--- src/verilog/mcu_params.svh ---
//********************************************************************
// Address widths and PROM size shared by the MCU subsystem RTL
// PROM words are 16 bits wide, RAM words 8 bits
//********************************************************************

`ifndef MCU_PARAMS_SVH
`define MCU_PARAMS_SVH

// Private work RAM, 2 KB
`define MCU_RAM_AW     11

// Shared RAM seen by both the MCU and the main CPU, 512 bytes
`define MCU_SHARED_AW  9

// Program PROM, 1024 instruction words
`define MCU_PROM_AW    10

// NMI entry point inside the PROM
`define MCU_NMI_VEC    10'h200

`endif

--- src/verilog/mcu_pkg.sv ---
//********************************************************************
// Bus, Wishbone and instruction types for the MCU subsystem
// Opcodes 8 to 15 are not defined and run as no-ops in the core
//********************************************************************

`default_nettype none

`include "mcu_params.svh"

package mcu_pkg;

    // Eight-instruction accumulator ISA
    typedef enum logic [3:0] {
        LDI  = 4'h0,  // acc = imm
        LD   = 4'h1,  // acc = mem[addr]
        ST   = 4'h2,  // mem[addr] = acc
        ADD  = 4'h3,  // acc += mem[addr]
        JMP  = 4'h4,
        JZ   = 4'h5,
        OUT6 = 4'h6,  // port 6 = imm
        HLT  = 4'h7
    } mcu_op_e;

    // Address form, jumps take the low PROM_AW bits
    typedef struct packed {
        mcu_op_e     op;
        logic [11:0] addr;
    } mcu_addr_form_t;

    typedef struct packed {
        mcu_op_e     op;
        logic [3:0]  rsvd;   // Ignored by the core
        logic [7:0]  imm;
    } mcu_imm_form_t;

    // One 16-bit PROM word, two decodes
    typedef union packed {
        mcu_addr_form_t a;
        mcu_imm_form_t  i;
    } mcu_instr_u;

    // Core data bus, bit 11 of addr selects shared RAM
    typedef struct packed {
        logic [11:0] addr;
        logic [7:0]  wdata;
        logic        we;
    } mcu_bus_t;

    typedef struct packed {
        logic                      cyc;
        logic                      stb;
        logic                      we;
        logic [`MCU_SHARED_AW-1:0] adr;
        logic [7:0]                dat;
    } wb_req_t;

    typedef struct packed {
        logic       ack;
        logic [7:0] dat;
    } wb_rsp_t;

    // PROM download port
    typedef struct packed {
        logic                    we;
        logic [`MCU_PROM_AW-1:0] addr;
        logic [15:0]             data;
    } prom_wr_t;

endpackage

`default_nettype wire

--- src/verilog/shared_ram_arbiter.sv ---
//********************************************************************
// Shared RAM arbiter, MCU always wins over the Wishbone port
// A CPU cycle stalls while mcu_ban is high, ack ends it
//********************************************************************

`timescale 1ns/1ps
`default_nettype none

`include "mcu_params.svh"

module shared_ram_arbiter import mcu_pkg::*; (
    input  logic                      mcu_haltn,
    input  logic                      rst_n,
    input  mcu_bus_t                  core_bus,
    input  logic                      core_sel,
    input  wb_req_t                   wb_req,
    output wb_rsp_t                   wb_rsp,
    output logic                      mcu_ban,
    output logic [`MCU_SHARED_AW-1:0] ram_addr,
    output logic [7:0]                ram_data,
    output logic                      ram_we,
    input  logic [7:0]                ram_q
);

    logic core_shared;   // MCU access to shared region
    logic wb_go;         // CPU request accepted this cycle
    logic ack_q;

    assign core_shared = core_sel & core_bus.addr[11];
    assign mcu_ban     = core_shared;

    // No second accept while ack is out
    assign wb_go = wb_req.cyc & wb_req.stb & ~ack_q & ~core_shared;

    always_comb begin
        if (core_shared) begin
            ram_addr = core_bus.addr[`MCU_SHARED_AW-1:0];
            ram_data = core_bus.wdata;
            ram_we   = core_bus.we;
        end else begin
            ram_addr = wb_req.adr;       // CPU address idles on the RAM
            ram_data = wb_req.dat;
            ram_we   = wb_go & wb_req.we;
        end
    end

    // Ack the cycle after accept, lines up with registered read
    always_ff @(posedge mcu_haltn or negedge rst_n) begin
        if (!rst_n) begin
            ack_q <= 1'b0;
        end else begin
            ack_q <= wb_go;
        end
    end

    assign wb_rsp.ack = ack_q;
    assign wb_rsp.dat = ram_q;   // Valid in the ack cycle

endmodule

`default_nettype wire

--- config.mk ---
export PLATFORM = sky130hd
export DESIGN_NAME = shared_ram_arbiter
export DESIGN_NICKNAME = d
export VERILOG_FILES = /design/src/verilog/mcu_pkg.sv /design/src/verilog/shared_ram_arbiter.sv
export VERILOG_INCLUDE_DIRS = /design/src /design/src/verilog
export SDC_FILE = /design/constraint.sdc
export NUM_CORES = 1
export LEC_CHECK = 0
export BUFFER_PORTS_ARGS = -buffer_cell sky130_fd_sc_hd__buf_2
export CAP_MARGIN = 20
export CORE_MARGIN = 2
export CORE_UTILIZATION = 24
export CTS_BUF_LIST = sky130_fd_sc_hd__clkbuf_8
export DETAILED_ROUTE_END_ITERATION = 12
export PLACE_DENSITY = 0.76
export SYNTH_ARGS = -nofsm -noshare
export SYNTH_HDL_FRONTEND = slang
export SYNTH_SLANG_ARGS = --single-unit
--- constraint.sdc ---
create_clock -name mcu_haltn -period 1.1 [get_ports mcu_haltn]
set_input_delay 0.22 -clock mcu_haltn [delete_from_list [all_inputs] [get_ports mcu_haltn]]
set_output_delay 0.22 -clock mcu_haltn [all_outputs]
set_load 0.005 [all_outputs]
==> results.json <==
{
  "reg2reg_slack_ns": 0.34,
  "grt_max_degree": 11,
  "routed_wl_mm": 1.25,
  "fillers": 129,
  "status": "finished, violations left",
  "synth_top_area_share_pct": 39.2,
  "regMostFlops": "ack_q",
  "yosysTopAreaCell": "mux2_4",
  "antenna_cells": 0,
  "ir_worst_vdd_v": 0.000232,
  "async_flop_share_pct": 100,
  "grt_pass1_wl_mm": 1.90,
  "synth_cells": 35,
  "cp_data_required_time_ns": 0.88,
  "netlist_area_sq_um": 383,
  "setup_tns_ns": -1.27,
  "finish.utilization_pct": 56.5,
  "r2r_start": "ack_q",
  "yosys-top-cells-count": "mux2_4, buf_4, mux2_2, inv_1",
  "drv_slew": 0,
  "postCtsSetupBuffers": 0,
  "port_buffers": 61,
  "max_freq_mhz": 844,
  "worstSetupPathType": "in2out",
  "finalSetupViolCount": 17,
  "synth_enable_flop_cells": 0,
  "clkPwrFrac_pct": 0,
  "firstDrtPassIters": 2,
  "yosysWarnings": 0,
  "path_max_fanout": 10,
  "gp_congestion": 0.633,
  "dieArea_sq_um": 1930,
  "reg2reg_depth": 2,
  "synth-seq-cells": 1,
  "rows": 14,
  "hold_end": "wb_rsp[0]",
  "dpl_cell_area_sq_um": 676,
  "gr-total-overflow": 0,
  "finClkSkew_ns": 0,
  "synthFlopType": "dfrtp_1",
  "min_from": "ram_q[0]",
  "ys_seq_area_share_pct": 6.54,
  "holdWs_ns": 0.440,
  "drc": 0,
  "drt-initial-drc-count": 1,
  "final_area_sq_um": 851,
  "yosysMostFrequentCell": "mux2_4",
  "p_int_mw": 0.285,
  "switching_share_pct": 26.4,
  "area_growth_pct": 122,
  "die_h_microns": 43.9,
  "drive_above_1_share_pct": 92.3,
  "syn_nets": 87,
  "finalWorstSetupSlack_ns": -0.0851,
  "power.switching_mw": 0.102,
  "gr-usage-all-layers_pct": 12.3,
  "rr_endpoint": "ack_q",
  "cp.arrival_ns": 0.97,
  "power_mw": 0.387,
  "routed-via-count": 462,
  "hold_viol": 0,
  "ys_top_cells_by_area": "mux2_4, mux2_2, buf_4",
  "nets": 145,
  "coreArea_sq_um": 1510,
  "synth_cell_types": 11,
  "antenna_left": 0,
  "tightest_slew_ns": 0.213,
  "clkLatencyLatePin_ns": 0,
  "avgSynthCellArea_sq_um": 10.9,
  "fp.dieW_microns": 43.9,
  "violations": "setup timing",
  "worstHoldPathCells": 0,
  "critPathCaptureType": "output pin",
  "boundaryPins": 80,
  "top_regs": "ack_q (1)",
  "period_share_pct": 108,
  "dp_hpwl_microns": 974,
  "wl_per_cell_microns": 11.7,
  "largest_reg_flops": 1,
  "initial_core_util_pct": 25.4,
  "max_cap_viol_count": 0,
  "grt_pass1_vias": 438,
  "seqPwrFrac_pct": 10.5,
  "min_period_ns": 1.19,
  "slew_headroom_pct": 85.6,
  "p_leak_nw": 0.515,
  "startpoint_type": "input pin",
  "rsz0062_at_grt": "yes",
  "antenna_found_initial": 0,
  "comb_power_share_pct": 89.5,
  "hp-class": "in2out",
  "p_per_area_nw_per_um2": 455,
  "vias_per_cell": 4.32
}
[how the worst max path moves through the flow]
stage / from / to / cells past startpoint
detailed placement: core_sel / ram_addr[2] / 5
global placement: core_sel / ram_addr[5] / 5
CTS: core_sel / ram_addr[2] / 5
finish: core_sel / ram_addr[5] / 5
global route: core_sel / ram_addr[2] / 5
floorplan: core_sel / ram_we / 3
[cells by family after synthesis]
| family | Yosys count | synth area share [%] |
|---|---|---|
| multiplexers | 17 | 59.8 |
| buffers and inverters | 12 | 24.8 |
| AO/OA/AOI/OAI | 1 | 2.29 |
| flip-flops | 1 | 6.53 |
| AND/OR/NAND/NOR | 4 | 6.53 |
[metrics by stage]
step | std cells | setup WS (ns)
3_5_place_dp | 106 | -0.134
4_1_cts | 107 | -0.0902
6_report | 107 | -0.0851
5_1_grt | 107 | -0.111
2_1_floorplan | 35 | 0.108
3_3_place_gp | 106 | -0.120
[cell usage in the layout (no fill, tap or decap)]
cell | netlist | final
nand2_1 | 1 | 1
buf_2 | 0 | 42
dfrtp_1 | 1 | 1
nand3_1 | 1 | 1
buf_4 | 9 | 2
buf_6 | 0 | 18
nor3_1 | 1 | 1
inv_1 | 2 | 2
buf_8 | 0 | 1
buf_12 | 1 | 2
nand2_8 | 0 | 1
o41ai_2 | 0 | 1
mux2_4 | 10 | 17
dlygate4sd3_1 | 0 | 1
[final cells by class]
| cell class | count | area (sq um) | area share (%) |
|---|---|---|---|
| Sequential cell | 1 | 25.0 | 2.94 |
| Timing Repair Buffer | 66 | 493 | 57.9 |
| Tap cell | 16 | 20.0 | 2.35 |
| Multi-Input combinational cell | 22 | 305 | 35.9 |
| Inverter | 2 | 7.51 | 0.882 |
[power groups by stage]
| stage | registers [mW] | logic, mW | clock network, mW |
|---|---|---|---|
| 6_report | 0.0408 | 0.347 | 0 |
| 5_1_grt | 0.0412 | 0.371 | 0 |
| 4_1_cts | 0.0409 | 0.336 | 0 |
| 3_5_place_dp | 0.0406 | 0.250 | 0 |
| 3_3_place_gp | 0.0405 | 0.244 | 0 |
| 2_1_floorplan | 0.0406 | 0.136 | 0 |
[per-layer routing]
metal	wire length, microns	vias up	track usage [%]
li1	-	227	-
met1	392	198	12.4
met2	709	37	26.8
met3	152	0	2.08
met4	0	0	0
met5	0	-	0
[timing repair]
item / 4_1_cts / 5_1_grt
setup endpoints to repair: 18 / 18
cloned: 0 / 0
gates resized for setup: 26 / 3
hold buffers: 1 / 0
hold endpoints to repair: 1 / 0
pin swaps: 0 / 1
[worst max-delay path: stages]
cell and delay [ns]:
buf_8 0.11, nand2_8 0.07, buf_12 0.14, mux2_4 0.31
buf_6 0.11
No activity file was read; power rests on OpenSTA's default activity.
