$ cat src/verilog/mcu_io_ports.sv
//********************************************************************
// Port 6 register, NMI latch and interrupt to the main CPU
// Bit 0 low clears the NMI, bit 1 low raises irq_main
//********************************************************************

`timescale 1ns/1ps
`default_nettype none

module mcu_io_ports (
    input  logic       mcu_haltn,
    input  logic       rst_n,
    input  logic       p6_wr,
    input  logic [7:0] p6_data,
    input  logic       nmi_set,
    output logic       nmi,
    output logic       irq_main
);

    logic [7:0] p6_q;
    logic       nmi_set_d;   // Previous nmi_set for edge detect
    logic       nmi_q;
    logic       irq_q;
    logic       nmi_rise;

    assign nmi_rise = nmi_set & ~nmi_set_d;

    always_ff @(posedge mcu_haltn or negedge rst_n) begin
        if (!rst_n) begin
            p6_q      <= 8'hff;    // All port bits inactive
            nmi_set_d <= 1'b0;
            nmi_q     <= 1'b0;
            irq_q     <= 1'b0;
        end else begin
            nmi_set_d <= nmi_set;
            if (p6_wr) begin
                p6_q <= p6_data;
            end
            // Clear has priority over a new edge
            if (!p6_q[0]) begin
                nmi_q <= 1'b0;
            end else if (nmi_rise) begin
                nmi_q <= 1'b1;
            end
            // Follow the write directly so irq moves right after OUT6
            irq_q <= p6_wr ? ~p6_data[1] : ~p6_q[1];
        end
    end

    assign nmi      = nmi_q;
    assign irq_main = irq_q;

endmodule

`default_nettype wire

$ cat config.mk
export PLATFORM = sky130hd
export DESIGN_NAME = mcu_io_ports
export DESIGN_NICKNAME = d
export VERILOG_FILES = /design/src/verilog/mcu_io_ports.sv
export SDC_FILE = /design/constraint.sdc
export NUM_CORES = 1
export LEC_CHECK = 0
export CAP_MARGIN = 10
export CORE_AREA = 2 2 39 41
export DETAILED_ROUTE_END_ITERATION = 7
export DIE_AREA = 0 0 41 43
export DONT_BUFFER_PORTS = 1
export GPL_TIMING_DRIVEN = 0
export SLEW_MARGIN = 15
export SYNTH_ARGS = -nofsm -noshare
export SYNTH_HDL_FRONTEND = slang
export SYNTH_SLANG_ARGS = --single-unit
$ cat constraint.sdc
create_clock -name mcu_haltn -period 1.55 [get_ports mcu_haltn]
set_input_delay 0.2325 -clock mcu_haltn [delete_from_list [all_inputs] [get_ports mcu_haltn]]
set_output_delay 0.2325 -clock mcu_haltn [all_outputs]
set_load 0.03 [all_outputs]
==> results of run 1 <==
metrics by stage:
step	instance area [um^2]	utilization (%)	worst slack, ns	hold slack, ns
global placement	191.4	13.83	0.7413	-0.06298
global route	227.7	16.46	0.5273	0.008864
finish	227.7	16.46	0.5705	0.02476
floorplan	171.4	-	0.7514	-0.06309
CTS	227.7	16.46	0.5564	0.01166
detailed placement	191.4	13.83	0.7241	-0.06296
sequential cells by signal, summed over array words and instances, names as in the netlist:
name,flops
p6_q,2
irq_main,1
nmi,1
nmi_set_d,1
per-layer routing:
layer	global-route usage [%]	up-vias	wire, um
met5	0	-	0
met4	8.000	0	6
met3	6.283	2	82
met2	8.750	8	181
met1	2.556	45	91
li1	-	41	-
cells in the mapped netlist (all sizes together):
master	instances
o21a	1
dfrtp	3
dfstp	2
mux2	2
inv	1
nor2b	1
power groups by stage:
stage / logic [mW] / clock network (mW) / registers, mW
finish: 0.0182 / 0.145 / 0.162
global route: 0.0201 / 0.167 / 0.164
CTS: 0.0187 / 0.156 / 0.163
detailed placement: 0.0143 / 0 / 0.164
global placement: 0.0125 / 0 / 0.163
floorplan: 0.0120 / 0 / 0.162
timing repair:
item | CTS | global route
hold endpoints to repair | 5 | 0
hold buffers | 1 | 0
setup buffers | 0 | 0
final timing paths:
| path | startpoint | endpoint |
|---|---|---|
| setup reg to reg | nmi | nmi |
| hold reg to reg | p6_q[0] | nmi |
| min in group asynchronous | rst_n | nmi |
| setup / recovery | nmi | nmi |
| max in group asynchronous | rst_n | p6_q[1] |
| hold / removal | nmi_set | nmi_set_d |
area by class of cell:
type / count / area (um^2)
sequential: 5 / 127.6
fill: 151 / 1156
tap: 16 / 20.02
timing repair buffer: 1 / 10.01
inverter: 1 / 3.754
clock buffer: 4 / 26.28
multi-input combinational: 4 / 40.04
cell families after synthesis:
kind of cell	count (synthesis)	synth area share, %
muxes	2	15.33
DFF	5	74.45
and+or+nand+nor	1	3.652
AOI/OAI and AO/OA	1	4.381
buffers and inverters	1	2.188
cell usage in the layout (no fill, tap or decap):
cell type / instances
clkbuf_1: 1
clkbuf_4: 3
dfrtp_1: 3
dfstp_2: 2
dlygate4sd3_1: 1
inv_2: 1
mux2_2: 1
mux2_4: 1
nor2b_1: 1
o21a_1: 1
==> flow_summary.json, run 1 <==
{
  "cts_buffers": 3,
  "power.total_mw": 0.3259,
  "detail-route-antenna-nets": 0,
  "die_area_um2": 1763,
  "seq_power_share_pct": 49.8,
  "critPathArrivalTime_ns": 0.75,
  "grt_setup_unrepaired": "false",
  "grt_pass1_wl_um": 558,
  "n_antenna_cell": 0,
  "powerDensity_nw_per_um2": 1431,
  "synth_fp_nets": 22,
  "ff2ff_setup_slack_ns": 0.72,
  "crit_path_start_kind": "flip-flop",
  "finalHoldViolCount": 0,
  "cp.depth": 0,
  "ys_seq_elements": 5,
  "hpwl_um": 278.2,
  "cts_buffer_depth": 2,
  "clock_skew_ns": 0.001038,
  "wl_um": 361,
  "clk_latency_ns": 0.23,
  "ys_top_cells_by_area": "dfrtp_1 (44%), dfstp_2 (31%), mux2_4 (8.8%)",
  "portBuffers": 0,
  "tightest_slew_ns": 0.3067,
  "fin_crit_sh_pct": 63.19,
  "ir_drop_mv": 0.1554,
  "cts_tree": "built",
  "synth_top_cell_area_share_pct": 43.80,
  "yosys_warnings": 0,
  "fmax_ghz": 1.021,
  "holdPathStages": 0,
  "fin_cells": 31,
  "slew_violations": 0,
  "min_period_ns": 0.9795,
  "pin_count": 14,
  "via_count": 96,
  "cts.sinks": 5,
  "syn_inst": 10,
  "die_w_um": 41,
  "antenna_found_initial": 0,
  "drc": 0,
  "globalRouteOverflowTotal": 0,
  "synthesis.area_um2": 171.4,
  "intPower_mw": 0.2543,
  "syn_to_final_growth_pct": 32.85,
  "r2r_cells": 1,
  "critical_path_class": "flip-flop to primary output",
  "yosys.area.top_type": "dfrtp_1",
  "clk_pin_slew_worst_paths_ns": 0.04,
  "drive_gt1_share_pct": 53.33,
  "switching_power_mw": 0.07161,
  "fin_tns_setup_ns": 0,
  "p_leak_nw": 0.09746,
  "hold_class": "input port to flip-flop",
  "avgSynthCellArea_um2": 17.14,
  "grt_max_degree": 6,
  "rows": 14,
  "power_frac_comb_pct": 5.6,
  "initial_utilization_pct": 12.39,
  "nets": 28,
  "drv_cap": 0,
  "end_kind": "primary output",
  "sw_frac_of_total_pct": 21.97,
  "post_cts_resized": 0,
  "setup_viol": 0,
  "htree_num_levels": 1,
  "dieHeight_um": 43,
  "ys_seq_area_share_pct": 74.45,
  "cp.required_ns": 1.32,
  "root_buffer": "clkbuf_4",
  "dr.pass1.iters": 1,
  "place_congestion": 0.4469,
  "worstPathMaxFanout": 2,
  "status": "completed",
  "clockPowerShare_pct": 44.6,
  "grt_pass1_vias": 153,
  "dpl.cell_count": 26,
  "dr.first_iter.drc_count": 0,
  "core_um2": 1384,
  "routedWlPerCell_um": 11.65,
  "grtUsageTotal_pct": 6.012,
  "slew_headroom_pct": 79.55,
  "yosys.cell_types.count": 7,
  "viasPerCell": 3.097
}
No activity file was read; power rests on OpenSTA's default activity.
==> inputs of run 2 (changes only) <==
==> constraint.sdc (replaced) <==
create_clock -name mcu_haltn -period 0.8 [get_ports mcu_haltn]
set_input_delay 0.12 -clock mcu_haltn [delete_from_list [all_inputs] [get_ports mcu_haltn]]
set_output_delay 0.12 -clock mcu_haltn [all_outputs]
set_load 0.03 [all_outputs]
==> run 2 against run 1 <==
Compared with the run above: global-route usage up 0.10 points; clock power up 94%; combinational power up 120%; power up 96%; register-to-register slack worse by 0.71 ns; sequential power up 96%; sequential share of layout area down 1.9 points; the run now ends with setup timing left; flip-flop and latch count unchanged; worst setup slack worse by 0.60 ns.
==> flow_summary.json, run 2 (synthesis gave the netlist of run 1 again) <==
{
  "status": "finished with violations",
  "violations": "setup timing",
  "ir_drop_mv": 0.3022,
  "setup_viol": 2,
  "grt_max_degree": 6,
  "fillers": 152,
  "routedWlPerCell_um": 11.47,
  "grt_setup_unrepaired": "true",
  "power_frac_comb_pct": 6.2,
  "cp.required_ns": 0.68,
  "final_cell_area_um2": 240.2,
  "grtUsageTotal_pct": 6.112,
  "seq_power_share_pct": 49.7,
  "drive_gt1_share_pct": 62.50,
  "end_kind": "primary output",
  "syn_to_final_growth_pct": 40.15,
  "whs_ns": 0.04665,
  "nets": 29,
  "place_area_um2": 191.4,
  "clock_skew_ns": 0.001036,
  "tightest_slew_ns": 0.2363,
  "core_um2": 1384,
  "cts_buffers": 3,
  "sw_frac_of_total_pct": 21.83,
  "regMostFlops": "p6_q",
  "globalRouteOverflowTotal": 0,
  "hold_class": "input port to flip-flop",
  "grt_pass1_wl_um": 579,
  "portBuffers": 0,
  "wl_um": 367,
  "grt_pass1_vias": 157,
  "clk_latency_ns": 0.23,
  "viasPerCell": 3.063,
  "initial_utilization_pct": 12.39,
  "detail-route-antenna-nets": 0,
  "switching_power_mw": 0.1391,
  "rows": 14,
  "crit_path_start_kind": "flip-flop",
  "finalHoldViolCount": 0,
  "hpwl_um": 278.2,
  "largest_reg_flops": 2,
  "p_leak_nw": 0.09925,
  "final_cell_mix": "clkbuf_4 (3), dlygate4sd3_1 (2), dfrtp_2 (2), dfstp_2 (2)",
  "die_area_um2": 1763,
  "cts_buffer_depth": 2,
  "clockPowerShare_pct": 44.2,
  "root_buffer": "clkbuf_4",
  "htree_num_levels": 1,
  "critPathArrivalTime_ns": 0.70,
  "fmax_ghz": 1.213,
  "dr.pass1.iters": 1,
  "n_antenna_cell": 0,
  "die_w_um": 41,
  "pin_count": 14,
  "cts_tree": "built",
  "via_count": 98,
  "fin_ws_ns": -0.02458,
  "worstPathMaxFanout": 2,
  "dr.first_iter.drc_count": 0,
  "antenna_found_initial": 0,
  "fin_crit_sh_pct": 103.1,
  "dieHeight_um": 43,
  "intPower_mw": 0.4982,
  "slew_headroom_pct": 84.19,
  "cts.sinks": 5,
  "critical_path_class": "flip-flop to primary output",
  "layout_commonest_cell": "clkbuf_4",
  "min_period_ns": 0.8246,
  "clk_pin_slew_worst_paths_ns": 0.04,
  "powerDensity_nw_per_um2": 2653,
  "drc": 0,
  "slew_violations": 0,
  "place_congestion": 0.4469,
  "drv_cap": 0
}
[run 2: stage by stage]
stage | total power [mW] | TNS (ns) | instances | utilization (%) | setup WS [ns]
global placement | 0.3405 | -0.008696 | 26 | 13.83 | -0.008696
finish | 0.6373 | -0.04080 | 32 | 17.36 | -0.02458
floorplan | 0.3377 | 0 | 10 | - | 0.001421
CTS | 0.6599 | -0.07019 | 32 | 17.36 | -0.03771
global route | 0.6859 | -0.1152 | 32 | 17.36 | -0.05436
detailed placement | 0.3463 | -0.02587 | 26 | 13.83 | -0.02587
[run 2: final timing paths]
| path | from | endpoint | slack [ns] | cells after the start |
|---|---|---|---|---|
| setup / recovery | nmi | nmi | -0.02 | 0 |
| hold / removal | p6_data[0] | p6_q[0] | 0.05 | 1 |
| setup reg to reg | nmi | nmi | 0.01 | 1 |
| hold reg to reg | p6_q[0] | nmi | 0.50 | 1 |
| max in group asynchronous | rst_n | p6_q[1] | 0.37 | 1 |
| min in group asynchronous | rst_n | nmi | 0.18 | 1 |
[run 2: timing repair]
| item | in CTS | in global routing |
|---|---|---|
| setup buffers | 0 | 0 |
| gates cloned | 0 | 0 |
| hold buffers | 2 | 0 |
| endpoints found under the hold margin | 6 | 0 |
| resized for setup | 2 | 0 |
| endpoints found under the setup margin | 3 | 4 |
[run 2: cell type report]
cell class | instances | area [um^2] | area share (%)
inverter | 1 | 3.754 | 1.563
clock buffer | 4 | 26.28 | 10.94
timing repair buffer | 2 | 20.02 | 8.333
multi-input combinational | 4 | 40.04 | 16.67
sequential | 5 | 130.1 | 54.17
tap | 16 | 20.02 | 8.333
[run 2: power by group through the flow]
stage	Clock [mW]	Combinational [mW]	Sequential (mW)
final	0.281	0.0392	0.317
after global routing	0.323	0.0433	0.320
after CTS	0.303	0.0402	0.317
after detailed placement	0	0.0277	0.319
after global placement	0	0.0242	0.316
after floorplan	0	0.0233	0.314
[run 2: per-layer routing]
metal / global-route usage (%) / routed length, um
met4: 8.000 / 6
met2: 8.750 / 180
met5: 0 / 0
met3: 4.712 / 64
met1: 3.834 / 116
==> inputs of run 3 (changes only) <==
--- a/config.mk
+++ b/config.mk
@@ -10,7 +10,6 @@
 export DETAILED_ROUTE_END_ITERATION = 7
 export DIE_AREA = 0 0 41 43
 export DONT_BUFFER_PORTS = 1
-export GPL_TIMING_DRIVEN = 0
 export SLEW_MARGIN = 15
 export SYNTH_ARGS = -nofsm -noshare
 export SYNTH_HDL_FRONTEND = slang
==> run 3 against run 2 <==
Compared with the run above: the flow still finishes with violations (setup timing); via count grew 8.2%; hold slack barely moved; count of clock-buffer cells in the layout did not move; critical path depth grew 1; die area unchanged; flip-flop and latch count did not move; fmax shrank 6.0%; power up 3.1%; cell area increased by 7.3%; non-clock buffer count is 2 higher; first-iteration DRC count stayed put; core utilization rose by 1.3 points; critical path type unchanged.
==> flow_summary.json, run 3 (synthesis gave the netlist of run 1 again) <==
{
  "cp.depth": 1,
  "antenna_found_initial": 0,
  "tightest_slew_ns": 0.2343,
  "fmax_ghz": 1.140,
  "pin_count": 14,
  "clk_pin_slew_worst_paths_ns": 0.04,
  "regMostFlops": "p6_q",
  "clk_latency_ns": 0.24,
  "fin_crit_sh_pct": 109.6,
  "switching_power_mw": 0.1451,
  "fillers": 148,
  "setup_viol": 2,
  "power.total_mw": 0.6569,
  "power_frac_comb_pct": 10.1,
  "holdCritStartpoint": "p6_data[0]",
  "fin_ws_ns": -0.07698,
  "grt_max_degree": 6,
  "largest_reg_flops": 2,
  "slew_headroom_pct": 84.33,
  "crit_path_start_kind": "flip-flop",
  "die_w_um": 41,
  "worstPathMaxFanout": 2,
  "final_cell_area_um2": 257.7,
  "p_leak_nw": 0.1120,
  "cp_cell_sequence": "buf_6",
  "fin_cells": 34,
  "wl_um": 388,
  "die_area_um2": 1763,
  "fin_tns_setup_ns": -0.09287,
  "min_period_ns": 0.8770,
  "ff2ff_setup_slack_ns": 0.01,
  "hold_class": "input port to flip-flop",
  "rows": 14,
  "drive_gt1_share_pct": 61.11,
  "path_delay_family": "flip-flops",
  "routedWlPerCell_um": 11.41,
  "rr_endpoint": "nmi",
  "cts_buffers": 3,
  "clock_skew_ns": 0.002811,
  "root_buffer": "clkbuf_4",
  "syn_to_final_growth_pct": 50.37,
  "r2r-start": "nmi",
  "multi_input_area_um2": 40.04,
  "powerDensity_nw_per_um2": 2549,
  "critical_path_class": "flip-flop to primary output",
  "initial_utilization_pct": 12.39,
  "r2r_cells": 2,
  "seqCellArea_um2": 128.9,
  "cp_slowest_cell": "dfrtp_1",
  "grt_setup_unrepaired": "true",
  "grt_pass1_vias": 164,
  "fin_util_pct": 18.63,
  "final_cell_mix": "clkbuf_4 (3), dlygate4sd3_1 (2), dfrtp_1 (2), dfstp_2 (2)",
  "grtUsageTotal_pct": 6.319,
  "htree_num_levels": 1,
  "via_count": 106,
  "status": "finished with violations",
  "detail-route-antenna-nets": 0,
  "core_um2": 1384,
  "clockPowerShare_pct": 43.3,
  "hpwl_um": 301.3,
  "grt_pass1_wl_um": 586,
  "hold_end": "p6_q[0]",
  "whs_ns": 0.04688,
  "cts_buffer_depth": 2,
  "critPathBufInv": 1,
  "sw_frac_of_total_pct": 22.09,
  "place_congestion": 0.4469,
  "critPathArrivalTime_ns": 0.76,
  "end_kind": "primary output",
  "violations": "setup timing",
  "cts.sinks": 5,
  "place_area_um2": 198.9,
  "nets": 31,
  "cp.required_ns": 0.68,
  "holdPathStages": 1,
  "seq_power_share_pct": 46.6,
  "max_stage_delay_ns": 0.38,
  "portBuffers": 0,
  "drc": 0,
  "cts_tree": "built",
  "dieHeight_um": 43,
  "finalHoldViolCount": 0,
  "dr.pass1.iters": 1,
  "slew_violations": 0,
  "globalRouteOverflowTotal": 0,
  "n_antenna_cell": 0,
  "drv_cap": 0,
  "dr.first_iter.drc_count": 0,
  "layout_commonest_cell": "clkbuf_4",
  "dpl.cell_count": 27,
  "viasPerCell": 3.118,
  "ir_drop_mv": 0.3021,
  "intPower_mw": 0.5118,
  "place_ws_ns": 0.01530
}
[run 3: cell count changes in the layout (fill, tap and decap cells not counted)]
cell	change
dfrtp_2	-1
buf_6	+1
buf_4	+1
dfrtp_1	+1
[run 3: power groups by stage]
stage / clock [mW] / sequential, mW / combinational (mW)
5_1_grt: 0.322 / 0.309 / 0.0722
3_5_place_dp: 0 / 0.308 / 0.0453
2_1_floorplan: 0 / 0.314 / 0.0233
4_1_cts: 0.303 / 0.306 / 0.0677
3_3_place_gp: 0 / 0.306 / 0.0419
6_report: 0.284 / 0.306 / 0.0665
[run 3: worst max path at each step]
stage | startpoint | endpoint
after floorplan | nmi | nmi
after global placement | p6_q[1] | irq_main
after detailed placement | p6_q[1] | irq_main
after CTS | nmi | nmi
after global routing | nmi | nmi
final | nmi | nmi
[run 3: timing repair]
action                     4_1_cts  5_1_grt
hold buffers                     2        0
setup endpoints to repair        2        4
hold endpoints to repair         6        0
pin swaps                        0        0
gates resized for setup          2        0
buffers inserted                 1        0
[run 3: cell type report]
class | instances | area share [%]
Timing Repair Buffer | 4 | 15.05
Sequential cell | 5 | 50.00
Tap cell | 16 | 7.767
Inverter | 1 | 1.456
Clock buffer | 4 | 10.19
Multi-Input combinational cell | 4 | 15.53
[run 3: metal layers]
metal | track usage [%] | part of all wire [%]
met2 | 9.688 | 53
met4 | 8.000 | 1.5
met3 | 5.236 | 18
met1 | 3.205 | 27
met5 | 0 | 0
